`src/source/vdec_pkg.sv`:
```
/*
  vector decode package
  shared sizes, operand and addressing encodings, and the decoded
  control word passed between the decode stage blocks
*/
package vdec_pkg;

  localparam int VLEN           = 128;
  localparam int VLENB          = 16;
  localparam int NUM_VREGS      = 32;
  localparam int WORDS_PER_VREG = 4;

  // OP-V major opcode and the funct3 formats accepted
  localparam logic [6:0] OPCODE_OPV = 7'b1010111;
  localparam logic [2:0] F3_OPIVV   = 3'b000;
  localparam logic [2:0] F3_OPMVV   = 3'b010;
  localparam logic [2:0] F3_OPIVI   = 3'b011;
  localparam logic [2:0] F3_OPIVX   = 3'b100;
  localparam logic [2:0] F3_OPMVX   = 3'b110;

  localparam logic [5:0] F6_SLIDEUP   = 6'b001110;
  localparam logic [5:0] F6_SLIDEDOWN = 6'b001111;

  typedef logic [31:0] offset_t;
  typedef logic [4:0]  vreg_sel_t;
  typedef logic [31:0] lane_t;

  typedef enum logic [1:0] {SEW8 = 2'b00, SEW16 = 2'b01, SEW32 = 2'b10} sew_t;

  typedef enum logic [2:0] {
    ADDR_NORMAL, ADDR_SLIDEUP, ADDR_SLIDEDOWN, ADDR_SLIDE1UP, ADDR_SLIDE1DOWN
  } addr_mode_t;

  typedef enum logic [1:0] {SRC_VV, SRC_VX, SRC_VI} opsrc_t;

  typedef enum logic [1:0] {WIDTH_SAME, WIDTH_WIDEN, WIDTH_NARROW} width_mode_t;

  typedef struct packed {
    logic [5:0]  aluop;
    vreg_sel_t   vs1;
    vreg_sel_t   vs2;
    vreg_sel_t   vd;
    logic [4:0]  imm5;
    logic        vm;      // set means unmasked
    addr_mode_t  addr_mode;
    opsrc_t      opsrc;
    width_mode_t width_mode;
    logic        legal;
  } vctrl_t;

endpackage

```
`src/source/vdec_ctrl_if.sv`:
```
/*
  decode stage control bundle
  decoded control, element counter state and the per-lane element
  offsets shared by the decoder, counter, address generator and readers
*/
`timescale 1ns/100ps

interface vdec_ctrl_if import vdec_pkg::*; ();

  vctrl_t  ctrl;
  offset_t offset;
  logic    last;
  logic    step;
  offset_t vs1_off0, vs1_off1;
  offset_t vs2_off0, vs2_off1;
  offset_t vd_off0, vd_off1;

  modport decoder (output ctrl);
  modport counter (input ctrl, output offset, last, step);
  modport addrgen (input ctrl, offset,
                   output vs1_off0, vs1_off1, vs2_off0, vs2_off1, vd_off0, vd_off1);
  modport consumer (input ctrl, offset, last, step,
                    vs1_off0, vs1_off1, vs2_off0, vs2_off1, vd_off0, vd_off1);

endinterface

```
`src/source/element_addr_gen.sv`:
```
/*
  element address generator
  turns the pair base index into vs1, vs2 and vd element offsets
  for both lanes under plain and slide addressing
*/
`timescale 1ns/100ps

module element_addr_gen import vdec_pkg::*; (
  input logic [31:0]   xs1,
  vdec_ctrl_if.addrgen ag_if
);

  offset_t amount;
  offset_t base;
  offset_t base_p1;
  offset_t shifted;

  // slide distance from uimm5 or the scalar operand
  assign amount  = (ag_if.ctrl.opsrc == SRC_VI) ? {27'd0, ag_if.ctrl.imm5} : xs1;
  assign base    = ag_if.offset;
  assign base_p1 = ag_if.offset + 32'd1;
  assign shifted = ag_if.offset + amount;

  assign ag_if.vs1_off0 = base;
  assign ag_if.vs1_off1 = base_p1;

  always_comb begin
    ag_if.vd_off0  = base;
    ag_if.vd_off1  = base_p1;
    ag_if.vs2_off0 = base;
    ag_if.vs2_off1 = base_p1;
    case (ag_if.ctrl.addr_mode)
      ADDR_SLIDEUP: begin
        ag_if.vd_off0 = shifted;
        ag_if.vd_off1 = shifted + 32'd1;
      end
      ADDR_SLIDEDOWN: begin
        ag_if.vs2_off0 = shifted;
        ag_if.vs2_off1 = shifted + 32'd1;
      end
      ADDR_SLIDE1UP: begin
        // wraps below zero at the first element, caught downstream
        ag_if.vs2_off0 = base - 32'd1;
        ag_if.vs2_off1 = base;
      end
      ADDR_SLIDE1DOWN: begin
        ag_if.vs2_off0 = base_p1;
        ag_if.vs2_off1 = base + 32'd2;
      end
      default: begin
      end
    endcase
  end

endmodule

```
`src/flat_wrapper.sv`:
```
// flat-port wrapper written by rule: the top's interface ports become plain ports
module element_addr_gen_flat import vdec_pkg::*;
  (xs1, ag_if_ctrl, ag_if_offset, ag_if_vs1_off0, ag_if_vs1_off1, ag_if_vs2_off0, ag_if_vs2_off1, ag_if_vd_off0, ag_if_vd_off1);
  vdec_ctrl_if ag_if_i ();
  input logic [31:0] xs1;
  input wire logic [$bits(ag_if_i.ctrl)-1:0] ag_if_ctrl;
  input wire logic [$bits(ag_if_i.offset)-1:0] ag_if_offset;
  output wire logic [$bits(ag_if_i.vs1_off0)-1:0] ag_if_vs1_off0;
  output wire logic [$bits(ag_if_i.vs1_off1)-1:0] ag_if_vs1_off1;
  output wire logic [$bits(ag_if_i.vs2_off0)-1:0] ag_if_vs2_off0;
  output wire logic [$bits(ag_if_i.vs2_off1)-1:0] ag_if_vs2_off1;
  output wire logic [$bits(ag_if_i.vd_off0)-1:0] ag_if_vd_off0;
  output wire logic [$bits(ag_if_i.vd_off1)-1:0] ag_if_vd_off1;
  assign ag_if_i.ctrl = ag_if_ctrl;
  assign ag_if_i.offset = ag_if_offset;
  assign ag_if_vs1_off0 = ag_if_i.vs1_off0;
  assign ag_if_vs1_off1 = ag_if_i.vs1_off1;
  assign ag_if_vs2_off0 = ag_if_i.vs2_off0;
  assign ag_if_vs2_off1 = ag_if_i.vs2_off1;
  assign ag_if_vd_off0 = ag_if_i.vd_off0;
  assign ag_if_vd_off1 = ag_if_i.vd_off1;
  element_addr_gen u_core (.xs1(xs1), .ag_if(ag_if_i));
endmodule
```
`config.mk`:
```
export PLATFORM = sky130hd
export DESIGN_NAME = element_addr_gen_flat
export DESIGN_NICKNAME = d
export VERILOG_FILES = /design/src/source/vdec_pkg.sv /design/src/source/vdec_ctrl_if.sv /design/src/source/element_addr_gen.sv /design/src/flat_wrapper.sv
export SDC_FILE = /design/constraint.sdc
export NUM_CORES = 1
export LEC_CHECK = 0
export BUFFER_PORTS_ARGS = -buffer_cell sky130_fd_sc_hd__clkbuf_2
export CAP_MARGIN = 20
export CORE_UTILIZATION = 34
export DETAILED_ROUTE_END_ITERATION = 12
export PLACE_DENSITY = 0.6
export SLEW_MARGIN = 0
export SYNTH_ARGS = -nofsm -noshare
export SYNTH_HDL_FRONTEND = slang
export SYNTH_SLANG_ARGS = --single-unit
```
`constraint.sdc`:
```
create_clock -name vclk -period 5.14
set_input_delay 0.514 -clock vclk [all_inputs]
set_output_delay 0.514 -clock vclk [all_outputs]
set_load 0.02 [all_outputs]
```
==> impl_metrics.tcl <==
set metrics [dict create \
    status "finished, final reports clean" \
    wl_per_cell_um 20.3 \
    grt_pass1_wl_um 54400 \
    layout.cells.most_common "clkbuf_2" \
    antenna_cells 0 \
    p_switching_mw 0.931 \
    pin_count 291 \
    fmax_mhz 198 \
    antenna_left 0 \
    slew_violations 0 \
    end_kind "output pin" \
    antenna_found_initial 0 \
    slowest_delay_ns 0.51 \
    pwr-share-comb_pct 100.0 \
    power.density_nw_per_um2 149 \
    numPlacedInstances 1823 \
    initial_core_util_pct 34.8 \
    postSynthAreaPerCell_um2 5.91 \
    dieWidth_um 152 \
    hold_violations 0 \
    fin_util_pct 45.2 \
    design.seq.count 0 \
    place_congestion 0.980 \
    fin_cells 1831 \
    crit_path_cell_trace "clkbuf_2 > nand2b_4 > mux2_4 > ha_4 > inv_2 > fa_2 > nor2b_4 > o31a_1 > nand2b_4 > a221o_2 > or4b_4 > nor4_4 > buf_4 > nand4bb_4 > nor4_4 > nand4_1 > xnor2_2 > o21ai_1 > buf_4" \
    grt_pass1_vias 9667 \
    synth_area_um2 7630 \
    path_class "in -> out" \
    tightest_slew_ns 1.04 \
    layout-drive-gt1-share_pct 30.7 \
    fin_total_pwr_mw 1.48 \
    nClkBuffers 0 \
    arrival_ns 4.53 \
    ys_seq_area_share_pct 0 \
    peakVddDrop_uv 72.0 \
    via_count 10900 \
    critPathTopFamily "simple AND/OR/NAND/NOR gates" \
    ys_types 88 \
    first_iter_violations 1131 \
    hpwlAfterDp_um 29500 \
    core_um2 21900 \
    post-route-drc-count 0 \
    required_ns 4.63 \
    layout_common_cells "clkbuf_2 (261), nand2_1 (164), o21ai_0 (143)" \
    syn-instance-count 1291 \
    synth_warnings 0 \
    critical_path_buf_inv_count 4 \
    row_count 54 \
    clockPowerShare_pct 0 \
    p_leak_nw 4.29 \
    period_share_pct 98.2 \
    cp-start-kind "input port" \
    fillers 2387 \
    swShare_pct 63.1 \
    cap_violations 0 \
    critPathMaxFanout 5 \
    hp-class "in -> out" \
    wirelength_um 37200 \
    area_growth_pct 29.8 \
    drt_pass1_iterations 6 \
    grt_remaining_overflow 0 \
    io_buffers 266 \
    period_needed_ns 5.05 \
    maxSlewHeadroom_pct 30.2 \
    setup-violations-final 0 \
    p_int_mw 0.544 \
    seqPwrFrac_pct 0 \
    grt_max_degree 55 \
    ff_latch_area_um2 0 \
    crit_path_top_delay_cell "or4b_4" \
    fp.dieH_um 152 \
    grtUsageTotal_pct 30.5 \
    rsz0062_at_grt "yes" \
    vias_per_cell 5.95 \
    die_area_um2 23000 \
    nNetsFinal 1690 \
    synth_fp_nets 1428 \
    final.setup.tns_ns 0 \
]
cells in the mapped netlist, types with 18 or more instances:
cell      count  area share (%)
o21ai_0     150             9.8
buf_4        36             3.5
a21oi_1     127             8.3
nand3_1      41             2.7
ha_1         37             6.1
a31oi_1      23             1.9
nand2_1     166             8.2
clkbuf_1     79             3.9
nor2_1      135             6.6
xor2_1       38             4.4
a22oi_1      22             2.2
and2_1       30             2.5
and3_1       18             1.5
xnor2_1      60             6.9
nand4_1      24             2.0
nor3_1       37             2.4
inv_1        34             1.7
logic make-up (layout without fill, tap and decap cells):
group / count (synthesis) / count (layout) / share of synthesized area [%]
buffers and inverters: 171 / 431 / 11.2
multiplexers: 10 / 10 / 1.39
AO/OA/AOI/OAI: 454 / 454 / 36.5
adder cells (fa/ha/maj): 38 / 38 / 6.33
AND/OR/NAND/NOR: 520 / 520 / 33.3
XOR/XNOR: 98 / 98 / 11.3
layer usage:
layer	vias to the layer above	wire (um)	part of all wire (%)	track usage (%)
li1	5181	-	-	-
met1	5005	15900	43	42.6
met2	605	16300	44	47.8
met3	106	3350	9.0	2.84
met4	0	1640	4.4	12.0
met5	-	0	0	0
power groups by stage:
| stage | clock, mW | combinational [mW] | sequential [mW] |
|---|---|---|---|
| finish | 0 | 1.48 | 0 |
| global route | 0 | 1.58 | 0 |
| CTS | 0 | 1.40 | 0 |
| detailed placement | 0 | 1.39 | 0 |
| global placement | 0 | 1.38 | 0 |
| floorplan | 0 | 0.878 | 0 |
layout make-up:
class	instances	area, um2	area share (%)
multi-input cells	1120	7080	71.5
repair buffers	396	2340	23.7
well taps	280	350	3.54
inverters	35	131	1.33
metrics by stage:
step	hold WS [ns]	setup slack, ns	cell area [um2]
after CTS	1.39	-0.0277	9590
after detailed placement	1.39	-0.125	9540
after global routing	1.41	-0.123	9900
after floorplan	1.14	-0.0103	7650
final	1.40	0.0926	9900
after global placement	1.40	-0.0873	9540
timing repair:
| item | CTS | global route |
|---|---|---|
| buffers inserted | 1 | 7 |
| setup endpoints to repair | 27 | 38 |
| pin swaps | 2 | 22 |
| resized for setup | 9 | 57 |
| hold buffers | 0 | 0 |
worst paths after layout:
path / start / end / slack (ns) / depth (start not counted)
max: ag_if_ctrl[3] / ag_if_vs2_off1[31] / 0.09 / 19
min: ag_if_offset[31] / ag_if_vs1_off0[31] / 1.40 / 2
Note: power is estimated with default switching activity, not from simulation.
