File: src/source/vdec_pkg.sv
/*
  vector decode package
  shared sizes, operand and addressing encodings, and the decoded
  control word passed between the decode stage blocks
*/
package vdec_pkg;

  localparam int VLEN           = 128;
  localparam int VLENB          = 16;
  localparam int NUM_VREGS      = 32;
  localparam int WORDS_PER_VREG = 4;

  // OP-V major opcode and the funct3 formats accepted
  localparam logic [6:0] OPCODE_OPV = 7'b1010111;
  localparam logic [2:0] F3_OPIVV   = 3'b000;
  localparam logic [2:0] F3_OPMVV   = 3'b010;
  localparam logic [2:0] F3_OPIVI   = 3'b011;
  localparam logic [2:0] F3_OPIVX   = 3'b100;
  localparam logic [2:0] F3_OPMVX   = 3'b110;

  localparam logic [5:0] F6_SLIDEUP   = 6'b001110;
  localparam logic [5:0] F6_SLIDEDOWN = 6'b001111;

  typedef logic [31:0] offset_t;
  typedef logic [4:0]  vreg_sel_t;
  typedef logic [31:0] lane_t;

  typedef enum logic [1:0] {SEW8 = 2'b00, SEW16 = 2'b01, SEW32 = 2'b10} sew_t;

  typedef enum logic [2:0] {
    ADDR_NORMAL, ADDR_SLIDEUP, ADDR_SLIDEDOWN, ADDR_SLIDE1UP, ADDR_SLIDE1DOWN
  } addr_mode_t;

  typedef enum logic [1:0] {SRC_VV, SRC_VX, SRC_VI} opsrc_t;

  typedef enum logic [1:0] {WIDTH_SAME, WIDTH_WIDEN, WIDTH_NARROW} width_mode_t;

  typedef struct packed {
    logic [5:0]  aluop;
    vreg_sel_t   vs1;
    vreg_sel_t   vs2;
    vreg_sel_t   vd;
    logic [4:0]  imm5;
    logic        vm;      // set means unmasked
    addr_mode_t  addr_mode;
    opsrc_t      opsrc;
    width_mode_t width_mode;
    logic        legal;
  } vctrl_t;

endpackage

File: src/source/vdec_ctrl_if.sv
/*
  decode stage control bundle
  decoded control, element counter state and the per-lane element
  offsets shared by the decoder, counter, address generator and readers
*/
`timescale 1ns/100ps

interface vdec_ctrl_if import vdec_pkg::*; ();

  vctrl_t  ctrl;
  offset_t offset;
  logic    last;
  logic    step;
  offset_t vs1_off0, vs1_off1;
  offset_t vs2_off0, vs2_off1;
  offset_t vd_off0, vd_off1;

  modport decoder (output ctrl);
  modport counter (input ctrl, output offset, last, step);
  modport addrgen (input ctrl, offset,
                   output vs1_off0, vs1_off1, vs2_off0, vs2_off1, vd_off0, vd_off1);
  modport consumer (input ctrl, offset, last, step,
                    vs1_off0, vs1_off1, vs2_off0, vs2_off1, vd_off0, vd_off1);

endinterface

File: src/source/element_counter.sv
/*
  element counter
  walks the element index two at a time from vstart up to vl,
  flags the last pair and tells upstream when to hold the instruction
*/
`timescale 1ns/100ps

module element_counter import vdec_pkg::*; (
  input logic          CLK,
  input logic          nRST,
  input logic          instr_valid,
  input logic          stall,
  input logic          flush,
  input offset_t       vl,
  input offset_t       vstart,
  vdec_ctrl_if.counter cnt_if,
  output logic         busy
);

  // active is set while an instruction is part way through its walk
  logic    active;
  offset_t next_base;
  offset_t pair_end;

  assign cnt_if.offset = active ? next_base : vstart;
  assign pair_end      = cnt_if.offset + 32'd2;
  assign cnt_if.last   = pair_end >= vl;
  assign cnt_if.step   = instr_valid & cnt_if.ctrl.legal & ~stall;

  // a stalled last pair still has to be held upstream
  assign busy = instr_valid & cnt_if.ctrl.legal & (stall | ~cnt_if.last);

  always_ff @(posedge CLK, negedge nRST) begin
    if (!nRST) begin
      active    <= 1'b0;
      next_base <= '0;
    end else if (flush) begin
      active <= 1'b0;
    end else if (cnt_if.step) begin
      active    <= ~cnt_if.last;
      next_base <= pair_end;
    end
  end

  // upstream keeps the instruction offered until its last pair issues
  assert property (@(posedge CLK) disable iff (!nRST)
    busy && !flush |=> instr_valid)
    else $error("instruction dropped while the walk was still busy");

endmodule

File: src/flat_wrapper.sv
// flat-port wrapper written by rule: the top's interface ports become plain ports
module element_counter_flat import vdec_pkg::*;
  (CLK, nRST, instr_valid, stall, flush, vl, vstart, busy, cnt_if_ctrl, cnt_if_offset, cnt_if_last, cnt_if_step);
  vdec_ctrl_if cnt_if_i ();
  input logic CLK;
  input logic nRST;
  input logic instr_valid;
  input logic stall;
  input logic flush;
  input offset_t vl;
  input offset_t vstart;
  output logic busy;
  input wire logic [$bits(cnt_if_i.ctrl)-1:0] cnt_if_ctrl;
  output wire logic [$bits(cnt_if_i.offset)-1:0] cnt_if_offset;
  output wire logic [$bits(cnt_if_i.last)-1:0] cnt_if_last;
  output wire logic [$bits(cnt_if_i.step)-1:0] cnt_if_step;
  assign cnt_if_i.ctrl = cnt_if_ctrl;
  assign cnt_if_offset = cnt_if_i.offset;
  assign cnt_if_last = cnt_if_i.last;
  assign cnt_if_step = cnt_if_i.step;
  element_counter u_core (.CLK(CLK), .nRST(nRST), .instr_valid(instr_valid), .stall(stall), .flush(flush), .vl(vl), .vstart(vstart), .cnt_if(cnt_if_i), .busy(busy));
endmodule
File: config.mk
export PLATFORM = sky130hd
export DESIGN_NAME = element_counter_flat
export DESIGN_NICKNAME = d
export VERILOG_FILES = /design/src/source/vdec_pkg.sv /design/src/source/vdec_ctrl_if.sv /design/src/source/element_counter.sv /design/src/flat_wrapper.sv
export SDC_FILE = /design/constraint.sdc
export NUM_CORES = 1
export LEC_CHECK = 0
export BUFFER_PORTS_ARGS = -buffer_cell sky130_fd_sc_hd__buf_2
export CAP_MARGIN = 15
export CORE_MARGIN = 1.5
export CORE_UTILIZATION = 30
export DETAILED_ROUTE_END_ITERATION = 7
export PLACE_DENSITY = 0.51
export SETUP_SLACK_MARGIN = 0.02
export SYNTH_ARGS = -nofsm -noshare
export SYNTH_HDL_FRONTEND = slang
export SYNTH_SLANG_ARGS = --single-unit
File: constraint.sdc
create_clock -name CLK -period 6.5 [get_ports CLK]
set_input_delay 0.325 -clock CLK [delete_from_list [all_inputs] [get_ports CLK]]
set_output_delay 0.325 -clock CLK [all_outputs]
set_load 0.005 [all_outputs]
==> flow_metrics.env <==
export IMPL_status="finished, final reports clean"
export IMPL_synth_warnings=0
export IMPL_cts_resized=0
export IMPL_synth_cells=363
export IMPL_die_x_um=107
export IMPL_cts_sinks=33
export IMPL_antenna_found_initial=0
export IMPL_avgRoutedWirePerCell_um=14.4
export IMPL_cp_common_cell="ha_1"
export IMPL_gp_congestion=0.796
export IMPL_drv_cap=0
export IMPL_fin_skew_ps=11.6
export IMPL_firstDrtPassIters=4
export IMPL_syn_num_nets=500
export IMPL_dp_hpwl_um=6970
export IMPL_clock_latency_ps=290
export IMPL_clock_path_buffers=2
export IMPL_vias=2850
export IMPL_synth_cell_type_count=45
export IMPL_synth_edff_count=0
export IMPL_crit_required_ps=6170
export IMPL_cts_tree="yes"
export IMPL_leakage_nw=1.97
export IMPL_tns_ps=0
export IMPL_max_slew_margin=0.432
export IMPL_cts_buffers=5
export IMPL_n_antenna_cell=0
export IMPL_post_cts_buffers=0
export IMPL_yosys_area_top_type="dfrtp_1"
export IMPL_finalWorstSetupSlack_ps=866
export IMPL_hold_class="in -> async"
export IMPL_grt_total_usage=0.162
export IMPL_pre_cts_ws_ps=1100
export IMPL_core_area_um2=10400
export IMPL_root_buffer="clkbuf_8"
export IMPL_nets=602
export IMPL_syn_avg_cell_area_um2=8.86
export IMPL_hold_viol=0
export IMPL_via_per_inst=4.74
export IMPL_worst_slew_pin_slew_ps=852
export IMPL_synth_async_reset_ratio=1.00
export IMPL_cts_hold_buf=0
export IMPL_fmax_mhz=177
export IMPL_crit_slowest_cell="a222oi_1"
export IMPL_ys_ff_latch=33
export IMPL_synth_top_cells_by_count="inv_1 (55), mux2_2 (38), dfrtp_1 (33), ha_1 (33), nand2_1 (30)"
export IMPL_rsz0062_at_grt="false"
export IMPL_grt_max_degree=36
export IMPL_synth_flop_cell="dfrtp_1"
export IMPL_critPathLaunchType="flop"
export IMPL_first_global_vias=3000
export IMPL_path_cells="mux2_2 > ha_1 > nand4b_1 > a222oi_1 > and3_1 > nor4b_4 > xnor2_1 > ha_1 > nand4_1 > or2_2 > nor2_1 > a2111oi_0 > o21ai_0 > a21oi_1 > buf_2"
export IMPL_num_rows=37
export IMPL_yosysMostFrequentCell="inv_1"
export IMPL_synthTopCellsByArea="dfrtp_1 (26%), mux2_2 (13%), ha_1 (13%), xnor2_1 (6.5%), inv_1 (6.4%)"
export IMPL_endpoint_kind="primary output"
export IMPL_path_clk_slew_ps=70
export IMPL_drc=0
export IMPL_antenna_left=0
export IMPL_drive_above_1_share=0.335
export IMPL_cp_slowest_stage_delay_ps=780
export IMPL_worst_ir_drop_vdd_mv=0.0709
export IMPL_drt_wl_total_um=8670
export IMPL_ios=139
export IMPL_setup_violations=0
export IMPL_fp_dieH_um=107
export IMPL_synth_top_area_frac=0.257
export IMPL_syn_area_um2=3220
export IMPL_critical_path_class="reg -> out"
export IMPL_grt_overflow=0
export IMPL_power_density_nw_per_um2=171
export IMPL_areaGrowthSynthToFinish_pct=22.8
export IMPL_period_share=0.867
export IMPL_crit_path_max_fanout=28
export IMPL_crit_arrival_ps=5310
export IMPL_h_tree_depth=2
export IMPL_min_period_ps=5630
export IMPL_dieArea_um2=11300
export IMPL_slew_viol_final=0
export IMPL_grt_pass1_wl_um=14600
export IMPL_synth_yosys_seq_area_share=0.257
export IMPL_first_iter_violations=108
export IMPL_buffer_ports_inserted=104
export IMPL_start_util=0.310
-- cell type report --
type	count	area [µm²]
fillers	1101	6420
inverters	55	206
flip-flops and latches	33	827
well taps	136	170
clock buffers	7	86.3
multi-input cells	264	2120
repair buffers	106	536
-- through the flow --
stage / util / power [mW] / instances / cell area, µm² / hold slack, ps
after detailed placement: 0.372 / 0.520 / 594 / 3860 / 460
after floorplan: - / 0.435 / 363 / 3220 / 29.4
after global routing: 0.381 / 0.733 / 601 / 3950 / 173
after CTS: 0.381 / 0.683 / 601 / 3950 / 145
final: 0.381 / 0.677 / 601 / 3950 / 109
after global placement: 0.372 / 0.512 / 594 / 3860 / 460
-- critical path, delay by kind of cell, from the launching register on --
| family | cells | cell delay (ps) |
|---|---|---|
| mux | 1 | 310 |
| buf+inv | 1 | 130 |
| flops | 1 | 760 |
| xor+xnor | 1 | 170 |
| simple gates | 6 | 1250 |
| compound gates | 4 | 1890 |
| fa+ha+maj | 2 | 500 |
-- layout by cell type, fill, tap and decap left out, types with 10 or more instances in the layout --
cell	count
inv_1	55
mux2i_1	20
dfrtp_1	32
xnor2_1	24
nand2_1	30
ha_1	33
nand4_1	11
mux2_2	38
nor2_1	10
buf_2	104
nand3_1	17
a21oi_1	19
-- routing by layer --
layer  up-vias  global-route usage  wire length (µm)
li1       1470                   -                 -
met1      1319               0.220              4260
met2        52               0.270              4060
met3         9              0.0227               233
met4         0              0.0429               126
met5         -                   0                 0
-- power by group --
part | total, mW | internal, mW | switching, mW
sequential | 0.295 | 0.255 | 0.0403
combinational | 0.219 | 0.114 | 0.106
clock | 0.162 | 0.0841 | 0.0781
total | 0.677 | 0.452 | 0.224
-- worst paths after layout --
kind | startpoint | to | slack, ps | cells after the start
max | u_core.active$_DFFE_PN0P_ | busy | 870 | 15
min in group CLK | flush | u_core.active$_DFFE_PN0P_ | 200 | 2
max reg2reg | u_core.active$_DFFE_PN0P_ | u_core.active$_DFFE_PN0P_ | 1630 | 14
min reg2reg | u_core.next_base[0]$_DFFE_PN0P_ | u_core.next_base[0]$_DFFE_PN0P_ | 490 | 2
max in group asynchronous | nRST | u_core.active$_DFFE_PN0P_ | 5850 | 1
min | nRST | u_core.next_base[26]$_DFFE_PN0P_ | 110 | 1
-- state kept, by name (all words and copies together), names as in the netlist --
name and flops:
u_core.active 1, u_core.next_base 32
-- cells by family (layout without fill, tap and decap cells) --
family,count (synthesis),after routing,synth area share
simple gates,98,98,0.169
buf+inv,66,168,0.0829
mux,59,59,0.199
compound gates,48,48,0.0934
fa+ha+maj,33,33,0.128
flops,33,33,0.257
xor+xnor,26,26,0.0708
Power figures use the tool's default switching activity.
