File: src/source/vdec_pkg.sv
/*
  vector decode package
  shared sizes, operand and addressing encodings, and the decoded
  control word passed between the decode stage blocks
*/
package vdec_pkg;

  localparam int VLEN           = 128;
  localparam int VLENB          = 16;
  localparam int NUM_VREGS      = 32;
  localparam int WORDS_PER_VREG = 4;

  // OP-V major opcode and the funct3 formats accepted
  localparam logic [6:0] OPCODE_OPV = 7'b1010111;
  localparam logic [2:0] F3_OPIVV   = 3'b000;
  localparam logic [2:0] F3_OPMVV   = 3'b010;
  localparam logic [2:0] F3_OPIVI   = 3'b011;
  localparam logic [2:0] F3_OPIVX   = 3'b100;
  localparam logic [2:0] F3_OPMVX   = 3'b110;

  localparam logic [5:0] F6_SLIDEUP   = 6'b001110;
  localparam logic [5:0] F6_SLIDEDOWN = 6'b001111;

  typedef logic [31:0] offset_t;
  typedef logic [4:0]  vreg_sel_t;
  typedef logic [31:0] lane_t;

  typedef enum logic [1:0] {SEW8 = 2'b00, SEW16 = 2'b01, SEW32 = 2'b10} sew_t;

  typedef enum logic [2:0] {
    ADDR_NORMAL, ADDR_SLIDEUP, ADDR_SLIDEDOWN, ADDR_SLIDE1UP, ADDR_SLIDE1DOWN
  } addr_mode_t;

  typedef enum logic [1:0] {SRC_VV, SRC_VX, SRC_VI} opsrc_t;

  typedef enum logic [1:0] {WIDTH_SAME, WIDTH_WIDEN, WIDTH_NARROW} width_mode_t;

  typedef struct packed {
    logic [5:0]  aluop;
    vreg_sel_t   vs1;
    vreg_sel_t   vs2;
    vreg_sel_t   vd;
    logic [4:0]  imm5;
    logic        vm;      // set means unmasked
    addr_mode_t  addr_mode;
    opsrc_t      opsrc;
    width_mode_t width_mode;
    logic        legal;
  } vctrl_t;

endpackage

File: src/source/vdec_ctrl_if.sv
/*
  decode stage control bundle
  decoded control, element counter state and the per-lane element
  offsets shared by the decoder, counter, address generator and readers
*/
`timescale 1ns/100ps

interface vdec_ctrl_if import vdec_pkg::*; ();

  vctrl_t  ctrl;
  offset_t offset;
  logic    last;
  logic    step;
  offset_t vs1_off0, vs1_off1;
  offset_t vs2_off0, vs2_off1;
  offset_t vd_off0, vd_off1;

  modport decoder (output ctrl);
  modport counter (input ctrl, output offset, last, step);
  modport addrgen (input ctrl, offset,
                   output vs1_off0, vs1_off1, vs2_off0, vs2_off1, vd_off0, vd_off1);
  modport consumer (input ctrl, offset, last, step,
                    vs1_off0, vs1_off1, vs2_off0, vs2_off1, vd_off0, vd_off1);

endinterface

File: src/source/vinstr_decoder.sv
/*
  vector instruction decoder
  splits an OP-V arithmetic word into register fields and picks the
  operand format, addressing mode and result width class
*/
`timescale 1ns/100ps

module vinstr_decoder import vdec_pkg::*; (
  input logic [31:0]   instr,
  vdec_ctrl_if.decoder dec_if
);

  vctrl_t     ctrl;
  logic [6:0] opcode;
  logic [2:0] funct3;
  logic [5:0] funct6;
  logic       fmt_ok;

  assign opcode = instr[6:0];
  assign funct3 = instr[14:12];
  assign funct6 = instr[31:26];

  always_comb begin
    ctrl       = '0;
    fmt_ok     = 1'b1;
    ctrl.aluop = funct6;
    ctrl.vs1   = instr[19:15];
    ctrl.vs2   = instr[24:20];
    ctrl.vd    = instr[11:7];
    ctrl.imm5  = instr[19:15];
    ctrl.vm    = instr[25];

    case (funct3)
      F3_OPIVV, F3_OPMVV: ctrl.opsrc = SRC_VV;
      F3_OPIVX, F3_OPMVX: ctrl.opsrc = SRC_VX;
      F3_OPIVI:           ctrl.opsrc = SRC_VI;
      default: begin
        ctrl.opsrc = SRC_VV;
        fmt_ok     = 1'b0;
      end
    endcase
    ctrl.legal = (opcode == OPCODE_OPV) && fmt_ok;

    // slide1 forms live in the OPM scalar format
    ctrl.addr_mode = ADDR_NORMAL;
    if (funct6 == F6_SLIDEUP && ctrl.opsrc != SRC_VV) begin
      ctrl.addr_mode = (funct3 == F3_OPMVX) ? ADDR_SLIDE1UP : ADDR_SLIDEUP;
    end else if (funct6 == F6_SLIDEDOWN && ctrl.opsrc != SRC_VV) begin
      ctrl.addr_mode = (funct3 == F3_OPMVX) ? ADDR_SLIDE1DOWN : ADDR_SLIDEDOWN;
    end

    // 1100xx widening, 1011xx narrowing
    ctrl.width_mode = WIDTH_SAME;
    if (funct6[5:2] == 4'b1100) begin
      ctrl.width_mode = WIDTH_WIDEN;
    end else if (funct6[5:2] == 4'b1011) begin
      ctrl.width_mode = WIDTH_NARROW;
    end

    dec_if.ctrl = ctrl;
  end

endmodule

File: src/flat_wrapper.sv
// flat-port wrapper written by rule: the top's interface ports become plain ports
module vinstr_decoder_flat import vdec_pkg::*;
  (instr, dec_if_ctrl);
  vdec_ctrl_if dec_if_i ();
  input logic [31:0] instr;
  output wire logic [$bits(dec_if_i.ctrl)-1:0] dec_if_ctrl;
  assign dec_if_ctrl = dec_if_i.ctrl;
  vinstr_decoder u_core (.instr(instr), .dec_if(dec_if_i));
endmodule
File: config.mk
export PLATFORM = sky130hd
export DESIGN_NAME = vinstr_decoder_flat
export DESIGN_NICKNAME = d
export VERILOG_FILES = /design/src/source/vdec_pkg.sv /design/src/source/vdec_ctrl_if.sv /design/src/source/vinstr_decoder.sv /design/src/flat_wrapper.sv
export SDC_FILE = /design/constraint.sdc
export NUM_CORES = 1
export LEC_CHECK = 0
export BUFFER_PORTS_ARGS = -buffer_cell sky130_fd_sc_hd__buf_2
export CAP_MARGIN = 20
export CORE_AREA = 4 4 41 43
export DETAILED_ROUTE_END_ITERATION = 12
export DIE_AREA = 0 0 45 47
export GPL_TIMING_DRIVEN = 0
export PLACE_DENSITY = 0.81
export SYNTH_ARGS = -nofsm -noshare
export SYNTH_HDL_FRONTEND = slang
export SYNTH_SLANG_ARGS = --single-unit
File: constraint.sdc
create_clock -name vclk -period 2.7
set_input_delay 0.54 -clock vclk [all_inputs]
set_output_delay 0.54 -clock vclk [all_outputs]
set_load 0.02 [all_outputs]
==> results.txt <==
The total inserted antenna cells is 0. The number of cells traversed by the worst hold path came out at 2. The number of nets in the synthesized netlist is 78. Setup repair after global routing left no endpoint under its margin. The minimum clock period after layout came out at 2070 ps. The y dimension of the die came out at 47 µm. The detail route stage leaves a number of antenna-violating nets equal to 0. The via count of the first global-routing pass is 376. In this run the standard cell core region covers 0.00130 mm². The type of the tightest min-delay check is in2out.

The number of cells upsized or downsized after cts is 0. In this design, the stage delay of the slowest critical-path cell is 550 ps. The horizontal extent of the die came out at 45 µm. The run finished with clean final reports. Setup violations remaining at the end of the flow were counted as 0. The maximum resistive drop on vdd is 0.0940 mV. For this block, the routed nets add up to 974 µm of wire. Among the stages of the critical path, the cell type that occurs most often is sky130_fd_sc_hd__buf_2.

The worst setup path is of the in2out kind. The part of the cycle the worst path needs came out at 76.7%. On the critical path, the stage with the largest delay is an instance of sky130_fd_sc_hd__or4b_4. The minimum setup slack in the final design is 630 ps. The critical path required time came out at 2160 ps.

The top achievable clock speed came out at 483 MHz. The synthesized cell area came out at 329 µm². After detailed routing, the number of remaining DRC violations is 0. The worst hold path begins at instr[18]. The number of buffers and inverters on the critical path came out at 2. The top fanout value on the critical path is 4. The kind of capture point of the worst setup path is an output port. The first global-routing pass estimated 1370 µm of wire. The number of unique standard cell types used by synthesis is 16. After the first detailed-routing iteration, the DRC count stood at 4. The total overflow left after global routing is 0. After detailed routing, the average wire length per cell comes to 8.70 µm. The maximum number of pins on one net before global-route repair came out at 6.

The weighted congestion at the end of routability-driven global placement is 0.647. The count of yosys warnings during synthesis came out at 0. The half-perimeter wire length of the detailed placement result is 934 µm. In the global route stage, overall resource usage came out at 7.95%. The area growth from synthesis to layout came out at 83.3%.

In the final design database the tool counted 131 nets. The end of the worst hold path is dec_if_ctrl[27]. The data arrival time of the critical path is 1530 ps. The max-slew violation count is 0. The total number of placement rows came out at 13.

The setup total negative slack came out at 0 ps. The count of clock buffers in the final design is 0. The cell family contributing the most delay on the critical path is simple AND/OR/NAND/NOR gates. Summing over every cut layer, the via total after detailed routing is 432.

Sequential elements use 0% of the synthesized area. The number of top-level pins is 67. The worst setup slack before clock tree synthesis came out at 614 ps.

The initial standard-cell utilization of the core is 25.3%. The total setup buffers inserted after CTS is 0. After clock tree synthesis, the flow added hold-fix buffers numbering 0. The count of max-cap constraint violations came out at 0. The library cells used most frequently in the layout, excluding fill and tap cells, are sky130_fd_sc_hd__buf_2, sky130_fd_sc_hd__buf_4. The leading cell type in the layout, fill and taps excluded is sky130_fd_sc_hd__buf_2.

The initial antenna violation count came out at 0. Dividing total power by cell area gives a power density of 173 mW/mm². The category of the worst setup path launch point is an input pin. The area taken by multi-input logic gates is 126 µm². The count of flip-flops and latches is 0. During placement, the flow inserted port buffers numbering 51. The first-pass iteration count of the detailed router is 4. The number of fillers in the final layout came out at 137. The via-per-instance ratio is 3.86. The number of hold violations in the final report is 0.

The area of the die is 0.00212 mm². Of the cells placed in the final design, the portion with a size suffix greater than 1 is 82.5%. The static leakage is 0.379 nW. The critical path goes through buf_2, or4b_4, nor3_2, buf_2. The max-slew headroom at the worst pin came out at 82.5%. The sequential cell area in the final layout came out at 0 µm². At the pin with the least slew margin, the transition time is 262 ps. The average cell area after synthesis came out at 7.15 µm².

The gate count of the mapped netlist came out at 46.
-- power by group --
| group | internal, W | switching, W | leakage [nW] |
|---|---|---|---|
| clock | 0 | 0 | 0 |
| sequential | 0 | 0 | 0 |
| combinational | 0.0000522 | 0.0000519 | 0.379 |
-- layout make-up --
type / count / area share, %
well taps: 15 / 3.11
multi-input cells: 19 / 21.0
repair buffers: 51 / 42.3
plain buffers: 27 / 33.6
-- worst max-delay path by stage --
stage / start / to / slack [ps] / cells past startpoint
6_report: instr[31] / dec_if_ctrl[5] / 630 / 4
5_1_grt: instr[28] / dec_if_ctrl[5] / 580 / 5
4_1_cts: instr[31] / dec_if_ctrl[5] / 620 / 4
3_5_place_dp: instr[31] / dec_if_ctrl[5] / 610 / 4
3_3_place_gp: instr[31] / dec_if_ctrl[5] / 620 / 4
2_1_floorplan: instr[14] / dec_if_ctrl[6] / 700 / 3
-- routing by layer --
| layer | track usage, % | vias up | part of all wire, % | routed length [µm] |
|---|---|---|---|---|
| met5 | 0 | - | 0 | 0 |
| met4 | 0 | 0 | 0 | 0 |
| met3 | 0.383 | 0 | 16 | 157 |
| met2 | 15.3 | 39 | 51 | 497 |
| met1 | 10.3 | 163 | 33 | 319 |
| li1 | - | 230 | - | - |
-- Yosys cell counts --
| master | number | area (µm²) |
|---|---|---|
| sky130_fd_sc_hd__nand3_1 | 1 | 5.00 |
| sky130_fd_sc_hd__nor3b_1 | 2 | 15.0 |
| sky130_fd_sc_hd__nor2_1 | 2 | 7.51 |
| sky130_fd_sc_hd__nor2b_1 | 1 | 6.26 |
| sky130_fd_sc_hd__nand2_1 | 2 | 7.51 |
| sky130_fd_sc_hd__and4b_1 | 1 | 10.0 |
| sky130_fd_sc_hd__nor3_2 | 1 | 10.0 |
| sky130_fd_sc_hd__buf_4 | 27 | 203 |
| sky130_fd_sc_hd__nor3_1 | 1 | 5.00 |
| sky130_fd_sc_hd__nand4b_1 | 1 | 8.76 |
| sky130_fd_sc_hd__and3b_1 | 1 | 8.76 |
| sky130_fd_sc_hd__a21oi_1 | 2 | 10.0 |
| sky130_fd_sc_hd__nand3b_1 | 1 | 7.51 |
| sky130_fd_sc_hd__nand2b_1 | 1 | 6.26 |
| sky130_fd_sc_hd__o21ai_0 | 1 | 5.00 |
| sky130_fd_sc_hd__or4b_4 | 1 | 13.8 |
-- through the flow --
stage | power, W | hold WS, ps | util [%] | instances | area, µm²
2_1_floorplan | 0.0000691 | 1130 | - | 46 | 329
3_5_place_dp | 0.000105 | 1300 | 46.3 | 112 | 603
6_report | 0.000104 | 1300 | 46.3 | 112 | 603
5_1_grt | 0.000112 | 1300 | 46.3 | 112 | 603
4_1_cts | 0.000105 | 1300 | 46.3 | 112 | 603
3_3_place_gp | 0.000104 | 1300 | 46.3 | 112 | 603
-- cell families after synthesis --
group / after synthesis / share of synthesized area (%)
buffers and inverters: 27 / 61.6
and+or+nand+nor: 16 / 33.8
AOI/OAI and AO/OA: 3 / 4.56
Note: power is estimated with default switching activity, not from simulation.
