## src/source/vdec_pkg.sv

```systemverilog
/*
  vector decode package
  shared sizes, operand and addressing encodings, and the decoded
  control word passed between the decode stage blocks
*/
package vdec_pkg;

  localparam int VLEN           = 128;
  localparam int VLENB          = 16;
  localparam int NUM_VREGS      = 32;
  localparam int WORDS_PER_VREG = 4;

  // OP-V major opcode and the funct3 formats accepted
  localparam logic [6:0] OPCODE_OPV = 7'b1010111;
  localparam logic [2:0] F3_OPIVV   = 3'b000;
  localparam logic [2:0] F3_OPMVV   = 3'b010;
  localparam logic [2:0] F3_OPIVI   = 3'b011;
  localparam logic [2:0] F3_OPIVX   = 3'b100;
  localparam logic [2:0] F3_OPMVX   = 3'b110;

  localparam logic [5:0] F6_SLIDEUP   = 6'b001110;
  localparam logic [5:0] F6_SLIDEDOWN = 6'b001111;

  typedef logic [31:0] offset_t;
  typedef logic [4:0]  vreg_sel_t;
  typedef logic [31:0] lane_t;

  typedef enum logic [1:0] {SEW8 = 2'b00, SEW16 = 2'b01, SEW32 = 2'b10} sew_t;

  typedef enum logic [2:0] {
    ADDR_NORMAL, ADDR_SLIDEUP, ADDR_SLIDEDOWN, ADDR_SLIDE1UP, ADDR_SLIDE1DOWN
  } addr_mode_t;

  typedef enum logic [1:0] {SRC_VV, SRC_VX, SRC_VI} opsrc_t;

  typedef enum logic [1:0] {WIDTH_SAME, WIDTH_WIDEN, WIDTH_NARROW} width_mode_t;

  typedef struct packed {
    logic [5:0]  aluop;
    vreg_sel_t   vs1;
    vreg_sel_t   vs2;
    vreg_sel_t   vd;
    logic [4:0]  imm5;
    logic        vm;      // set means unmasked
    addr_mode_t  addr_mode;
    opsrc_t      opsrc;
    width_mode_t width_mode;
    logic        legal;
  } vctrl_t;

endpackage

```

## src/source/vdec_ctrl_if.sv

```systemverilog
/*
  decode stage control bundle
  decoded control, element counter state and the per-lane element
  offsets shared by the decoder, counter, address generator and readers
*/
`timescale 1ns/100ps

interface vdec_ctrl_if import vdec_pkg::*; ();

  vctrl_t  ctrl;
  offset_t offset;
  logic    last;
  logic    step;
  offset_t vs1_off0, vs1_off1;
  offset_t vs2_off0, vs2_off1;
  offset_t vd_off0, vd_off1;

  modport decoder (output ctrl);
  modport counter (input ctrl, output offset, last, step);
  modport addrgen (input ctrl, offset,
                   output vs1_off0, vs1_off1, vs2_off0, vs2_off1, vd_off0, vd_off1);
  modport consumer (input ctrl, offset, last, step,
                    vs1_off0, vs1_off1, vs2_off0, vs2_off1, vd_off0, vd_off1);

endinterface

```

## src/source/decode_execute_reg.sv

```systemverilog
/*
  decode to execute register
  picks the operand lanes, forms the lane write enables and the result
  element width, and registers one pair per step
*/
`timescale 1ns/100ps

module decode_execute_reg import vdec_pkg::*; (
  input logic           CLK,
  input logic           nRST,
  input logic           flush,
  input sew_t           vsew,
  input offset_t        vl,
  input offset_t        vstart,
  input logic [31:0]    xs1,
  vdec_ctrl_if.consumer dx_if,
  input lane_t          vs1_data0,
  input lane_t          vs1_data1,
  input lane_t          vs2_data0,
  input lane_t          vs2_data1,
  input logic           mask0,
  input logic           mask1,
  output logic          ex_valid,
  output logic [5:0]    ex_aluop,
  output vreg_sel_t     ex_vd,
  output offset_t       ex_woffset0,
  output offset_t       ex_woffset1,
  output logic          ex_wen0,
  output logic          ex_wen1,
  output lane_t         ex_vs1_lane0,
  output lane_t         ex_vs1_lane1,
  output lane_t         ex_vs2_lane0,
  output lane_t         ex_vs2_lane1,
  output logic [31:0]   ex_imm,
  output sew_t          ex_eew,
  output logic          ex_last
);

  logic [31:0] imm_ext;
  lane_t       vs1_lane0, vs1_lane1;
  lane_t       vs2_lane0, vs2_lane1;
  logic        wen0, wen1;
  sew_t        eew;

  function automatic lane_t pick_vs2(lane_t data, offset_t off, vctrl_t c, offset_t vs,
                                     offset_t len, lane_t x, sew_t sew);
    lane_t val;
    val = data;
    // slide1up lane sitting at vstart, slide1down lane at the tail
    if (c.addr_mode == ADDR_SLIDE1UP && off + 32'd1 == vs) begin
      val = x;
    end else if (c.addr_mode == ADDR_SLIDE1DOWN && off == len) begin
      val = x;
    end else if (c.width_mode == WIDTH_NARROW) begin
      case (sew)
        SEW8:    val = {24'd0, data[7:0]};
        SEW16:   val = {16'd0, data[15:0]};
        default: val = data;
      endcase
    end
    return val;
  endfunction

  // unsigned immediate when the funct6 top bit is set
  assign imm_ext = dx_if.ctrl.aluop[5] ? {27'd0, dx_if.ctrl.imm5}
                                       : {{27{dx_if.ctrl.imm5[4]}}, dx_if.ctrl.imm5};

  always_comb begin
    case (dx_if.ctrl.opsrc)
      SRC_VX: begin
        vs1_lane0 = xs1;
        vs1_lane1 = xs1;
      end
      SRC_VI: begin
        vs1_lane0 = imm_ext;
        vs1_lane1 = imm_ext;
      end
      default: begin
        vs1_lane0 = vs1_data0;
        vs1_lane1 = vs1_data1;
      end
    endcase
  end

  assign vs2_lane0 = pick_vs2(vs2_data0, dx_if.vs2_off0, dx_if.ctrl, vstart, vl, xs1, vsew);
  assign vs2_lane1 = pick_vs2(vs2_data1, dx_if.vs2_off1, dx_if.ctrl, vstart, vl, xs1, vsew);

  assign wen0 = (dx_if.ctrl.vm | mask0) & (dx_if.vd_off0 < vl);
  assign wen1 = (dx_if.ctrl.vm | mask1) & (dx_if.vd_off1 < vl);

  always_comb begin
    eew = vsew;
    if (dx_if.ctrl.width_mode == WIDTH_WIDEN) begin
      eew = (vsew == SEW8) ? SEW16 : SEW32;
    end else if (dx_if.ctrl.width_mode == WIDTH_NARROW) begin
      eew = (vsew == SEW32) ? SEW16 : SEW8;
    end
  end

  always_ff @(posedge CLK, negedge nRST) begin
    if (!nRST) begin
      ex_valid <= 1'b0;
      ex_wen0  <= 1'b0;
      ex_wen1  <= 1'b0;
      ex_last  <= 1'b0;
    end else if (flush) begin
      ex_valid <= 1'b0;
      ex_wen0  <= 1'b0;
      ex_wen1  <= 1'b0;
      ex_last  <= 1'b0;
    end else begin
      ex_valid <= dx_if.step;
      ex_wen0  <= dx_if.step & wen0;
      ex_wen1  <= dx_if.step & wen1;
      ex_last  <= dx_if.step & dx_if.last;
    end
  end

  // data fields only move with a pair
  always_ff @(posedge CLK) begin
    if (dx_if.step && !flush) begin
      ex_aluop     <= dx_if.ctrl.aluop;
      ex_vd        <= dx_if.ctrl.vd;
      ex_woffset0  <= dx_if.vd_off0;
      ex_woffset1  <= dx_if.vd_off1;
      ex_vs1_lane0 <= vs1_lane0;
      ex_vs1_lane1 <= vs1_lane1;
      ex_vs2_lane0 <= vs2_lane0;
      ex_vs2_lane1 <= vs2_lane1;
      ex_imm       <= imm_ext;
      ex_eew       <= eew;
    end
  end

  // vl and vstart stay put for the whole walk
  assert property (@(posedge CLK) disable iff (!nRST)
    dx_if.step && !dx_if.last && !flush |=> $stable(vl) && $stable(vstart))
    else $error("vl or vstart changed part way through a walk");

endmodule

```

## src/flat_wrapper.sv

```systemverilog
// flat-port wrapper written by rule: the top's interface ports become plain ports
module decode_execute_reg_flat import vdec_pkg::*;
  (CLK, nRST, flush, vsew, vl, vstart, xs1, vs1_data0, vs1_data1, vs2_data0, vs2_data1, mask0, mask1, ex_valid, ex_aluop, ex_vd, ex_woffset0, ex_woffset1, ex_wen0, ex_wen1, ex_vs1_lane0, ex_vs1_lane1, ex_vs2_lane0, ex_vs2_lane1, ex_imm, ex_eew, ex_last, dx_if_ctrl, dx_if_offset, dx_if_last, dx_if_step, dx_if_vs1_off0, dx_if_vs1_off1, dx_if_vs2_off0, dx_if_vs2_off1, dx_if_vd_off0, dx_if_vd_off1);
  vdec_ctrl_if dx_if_i ();
  input logic CLK;
  input logic nRST;
  input logic flush;
  input sew_t vsew;
  input offset_t vl;
  input offset_t vstart;
  input logic [31:0] xs1;
  input lane_t vs1_data0;
  input lane_t vs1_data1;
  input lane_t vs2_data0;
  input lane_t vs2_data1;
  input logic mask0;
  input logic mask1;
  output logic ex_valid;
  output logic [5:0] ex_aluop;
  output vreg_sel_t ex_vd;
  output offset_t ex_woffset0;
  output offset_t ex_woffset1;
  output logic ex_wen0;
  output logic ex_wen1;
  output lane_t ex_vs1_lane0;
  output lane_t ex_vs1_lane1;
  output lane_t ex_vs2_lane0;
  output lane_t ex_vs2_lane1;
  output logic [31:0] ex_imm;
  output sew_t ex_eew;
  output logic ex_last;
  input wire logic [$bits(dx_if_i.ctrl)-1:0] dx_if_ctrl;
  input wire logic [$bits(dx_if_i.offset)-1:0] dx_if_offset;
  input wire logic [$bits(dx_if_i.last)-1:0] dx_if_last;
  input wire logic [$bits(dx_if_i.step)-1:0] dx_if_step;
  input wire logic [$bits(dx_if_i.vs1_off0)-1:0] dx_if_vs1_off0;
  input wire logic [$bits(dx_if_i.vs1_off1)-1:0] dx_if_vs1_off1;
  input wire logic [$bits(dx_if_i.vs2_off0)-1:0] dx_if_vs2_off0;
  input wire logic [$bits(dx_if_i.vs2_off1)-1:0] dx_if_vs2_off1;
  input wire logic [$bits(dx_if_i.vd_off0)-1:0] dx_if_vd_off0;
  input wire logic [$bits(dx_if_i.vd_off1)-1:0] dx_if_vd_off1;
  assign dx_if_i.ctrl = dx_if_ctrl;
  assign dx_if_i.offset = dx_if_offset;
  assign dx_if_i.last = dx_if_last;
  assign dx_if_i.step = dx_if_step;
  assign dx_if_i.vs1_off0 = dx_if_vs1_off0;
  assign dx_if_i.vs1_off1 = dx_if_vs1_off1;
  assign dx_if_i.vs2_off0 = dx_if_vs2_off0;
  assign dx_if_i.vs2_off1 = dx_if_vs2_off1;
  assign dx_if_i.vd_off0 = dx_if_vd_off0;
  assign dx_if_i.vd_off1 = dx_if_vd_off1;
  decode_execute_reg u_core (.CLK(CLK), .nRST(nRST), .flush(flush), .vsew(vsew), .vl(vl), .vstart(vstart), .xs1(xs1), .dx_if(dx_if_i), .vs1_data0(vs1_data0), .vs1_data1(vs1_data1), .vs2_data0(vs2_data0), .vs2_data1(vs2_data1), .mask0(mask0), .mask1(mask1), .ex_valid(ex_valid), .ex_aluop(ex_aluop), .ex_vd(ex_vd), .ex_woffset0(ex_woffset0), .ex_woffset1(ex_woffset1), .ex_wen0(ex_wen0), .ex_wen1(ex_wen1), .ex_vs1_lane0(ex_vs1_lane0), .ex_vs1_lane1(ex_vs1_lane1), .ex_vs2_lane0(ex_vs2_lane0), .ex_vs2_lane1(ex_vs2_lane1), .ex_imm(ex_imm), .ex_eew(ex_eew), .ex_last(ex_last));
endmodule
```

## config.mk

```make
export PLATFORM = sky130hd
export DESIGN_NAME = decode_execute_reg_flat
export DESIGN_NICKNAME = d
export VERILOG_FILES = /design/src/source/vdec_pkg.sv /design/src/source/vdec_ctrl_if.sv /design/src/source/decode_execute_reg.sv /design/src/flat_wrapper.sv
export SDC_FILE = /design/constraint.sdc
export NUM_CORES = 1
export LEC_CHECK = 0
export BUFFER_PORTS_ARGS = -buffer_cell sky130_fd_sc_hd__buf_4
export CAP_MARGIN = 5
export CORE_AREA = 5 5 280 282
export CTS_CLUSTER_SIZE = 10
export DETAILED_ROUTE_END_ITERATION = 8
export DIE_AREA = 0 0 285 287
export SYNTH_ARGS = -nofsm -noshare
export SYNTH_HDL_FRONTEND = slang
export SYNTH_SLANG_ARGS = --single-unit
```

## constraint.sdc

```tcl
create_clock -name CLK -period 1 [get_ports CLK]
set_clock_uncertainty 0.15 [all_clocks]
set_input_delay 0.05 -clock CLK [delete_from_list [all_inputs] [get_ports CLK]]
set_output_delay 0.05 -clock CLK [all_outputs]
set_load 0.1 [all_outputs]
```

==> impl_metrics.ini <==
[worst_hold_path]
hold_class = in -> reg
hp-start = dx_if_ctrl[13]

[pwr]
p_per_area_nw_per_um2 = 1290
p_leak_nw = 11.8
irDropWorstVdd_mv = 1.25
power_w = 0.0349

[route]
vias = 14100
drtIter0Drc = 689
vias_per_cell = 4.23
wirelength_mm = 75.0
remaining_drc_errors = 0
wire_per_inst_um = 22.4
ant_nets = 0
dr.pass1.iters = 5

[logic_synthesis]
ys.flop_type = edfxtp_1
ys_seq_elements = 215
netlist.area_leader.share_pct = 47.4
synthTopCellsByArea = edfxtp_1 47%, ha_1 6.2%, xnor2_1 6.2%
synthAdderAreaFrac_pct = 6.18
postSynthCellCount = 1190
synth_compound_area_share_pct = 10.1
synth_area_leader_cell = edfxtp_1
synth_top_family_by_area = simple AND/OR/NAND/NOR gates
synth_mux_area_share_pct = 6.69
yosys_warnings = 0
synth-simple-area-share_pct = 12.9
synth_enable_flop_cells = 211
async_reset_ff_share_pct = 1.86
synth_area_um2 = 13400
syn-num-nets = 1748
synth-xor-area-share_pct = 9.83
avgSynthCellArea_um2 = 11.2
seq_area_frac_synth_pct = 48.2
yosysUniqueCellTypes = 69

[sta]
fmax_mhz = 421
maxSlewHeadroom_pct = 65.7
finalSetupViolations = 374
worst_slew_pin_slew_ns = 0.510
final_hold_viol_count = 33
holdWs_ns = -0.270
rsz0062_at_grt = true
fin_ws_ns = -1.38
min_period_ns = 2.38
drv_slew = 0
fin_tns_setup_ns = -200.90
timing.final.crit_share_pct = 238

[setup_path]
crit_end = u_core.ex_vs2_lane0[13]
arrival_ns = 2.56
start_kind = primary input
crit_start = dx_if_vs2_off0[1]
path_max_fanout = 12
path_class = in -> reg
critical_path_required_ns = 1.18
endpoint_kind = register

[floorplan]
die_area_um2 = 81800
core_um2 = 75400
row_count = 101
die_w_um = 285
die_h_um = 287
start_util_pct = 17.7
io_pins = 733

[final_layout]
fin_nets = 2890
areaGrowthSynthToFinish_pct = 102
final_common_cell = buf_4
fill_cells = 7380
seqCellArea_um2 = 6440
final_cell_mix = 642 x buf_4, 254 x dlygate4sd3_1, 211 x edfxtp_1
multi_input_area_um2 = 6740
drive_gt1_share_pct = 48.3

[place]
dp_hpwl_mm = 59.9
pre_cts_slack_ns = -2.12
port_buffers = 625
place_congestion = 0.906

[clock_network]
cts_buffers = 29
cts_sinks = 215
clk_path_buf_depth = 3
clk_pin_slew_worst_paths_ns = 0.06
clockRootBuffer = clkbuf_16
htree_levels = 1
cts_tree = built

[global_routing]
grt.total_usage_pct = 17.1
overflow = 0
antenna_found_initial = 24
grt_pass1_wl_mm = 103
grt_max_degree = 80
grt_pass1_vias = 15100

[job]
drv_cap = 0

[run_status]
violations = hold timing, setup timing
status = complete, but fails checks
## layer usage
metal,part of all wire [%],wire length [um],track usage [%]
met4,4.6,3470,6.76
met2,50,37500,31.0
met3,8.3,6210,4.99
met5,0.055,41,0
met1,37,27700,18.9
## state kept, by name, summed over array words and instances, names as in the netlist
name and cells:
u_core.ex_aluop 6, u_core.ex_eew 2, u_core.ex_imm 6, u_core.ex_last 1, u_core.ex_valid 1, u_core.ex_vd 5
u_core.ex_vs1_lane0 32, u_core.ex_vs1_lane1 32, u_core.ex_vs2_lane0 32, u_core.ex_vs2_lane1 32, u_core.ex_wen0 1, u_core.ex_wen1 1
u_core.ex_woffset0 32, u_core.ex_woffset1 32
## worst max-delay path: stages
cell	delay, ns
buf_8	0.10
ha_4	0.18
o21ba_4	0.19
a221oi_2	0.26
a21oi_1	0.07
nor4_2	0.22
nand4_1	0.17
nor4_2	0.29
buf_4	0.16
a41oi_4	0.18
buf_12	0.21
buf_12	0.16
mux2_4	0.30
## final cells by class
type / instances / share of cell area [%]
timing repair buffer: 1184 / 41.9
antenna: 14 / 0.130
clock inverter: 12 / 0.282
multi-input combinational: 799 / 24.9
clock buffer: 39 / 2.90
tap: 978 / 4.52
sequential: 215 / 23.8
inverter: 103 / 1.51
## cell families after synthesis
kind of cell / count (synthesis)
compound gates: 217
xor+xnor: 150
fa+ha+maj: 66
buf+inv: 176
flops: 215
mux: 70
simple gates: 296
## worst min path at each step
stage | to | slack [ns] | cells after the start
floorplan | u_core.ex_last | -0.40 | 0
global placement | u_core.ex_last | -0.30 | 1
detailed placement | u_core.ex_valid | -0.30 | 1
CTS | u_core.ex_imm[30] | -0.30 | 2
global route | u_core.ex_imm[30] | -0.31 | 2
finish | u_core.ex_imm[30] | -0.27 | 2
## Yosys cell counts, types with 3 or more instances
| master | number |
|---|---|
| a221oi_1 | 7 |
| mux2i_1 | 5 |
| mux2_2 | 34 |
| inv_1 | 103 |
| or4_1 | 3 |
| nand3b_1 | 3 |
| dfrtp_1 | 4 |
| or2_2 | 3 |
| nor3b_1 | 5 |
| and3_1 | 16 |
| nor3_1 | 19 |
| nand2b_1 | 7 |
| nand3_1 | 34 |
| o21ai_0 | 21 |
| o22ai_1 | 3 |
| a31oi_1 | 9 |
| and4_1 | 9 |
| and2_1 | 4 |
| a21oi_1 | 111 |
| edfxtp_1 | 211 |
| ha_1 | 66 |
| nor4_1 | 20 |
| nand4_1 | 40 |
| xor2_1 | 56 |
| buf_6 | 3 |
| o211ai_1 | 4 |
| clkbuf_1 | 26 |
| buf_2 | 14 |
| mux2_4 | 30 |
| nor2_1 | 30 |
| buf_4 | 29 |
| xnor2_1 | 94 |
| a21o_1 | 23 |
| a211oi_1 | 11 |
| nand2_1 | 30 |
| nor2b_1 | 58 |
## where the power goes
group / internal (W) / switching, W / total [W]
clock network: 0.00545 / 0.00426 / 0.00971
registers: 0.0107 / 0.000350 / 0.0111
logic: 0.00537 / 0.00878 / 0.0141
total: 0.0216 / 0.0134 / 0.0349
## repair_timing
action	4_1_cts	5_1_grt
hold endpoints to repair	274	45
pin swaps	23	12
hold buffers	254	2
cloned	4	2
setup buffers	5	5
endpoints found under the setup margin	307	374
resized for setup	370	57
## metrics by stage
stage	cells	utilization [%]	instance area, um2
2_1_floorplan	1190	-	13800
3_3_place_gp	3012	28.8	21700
3_5_place_dp	3012	28.8	21700
4_1_cts	3325	35.4	26700
5_1_grt	3340	35.8	27000
6_report	3344	35.8	27000
(Power assumes the default switching activity.)
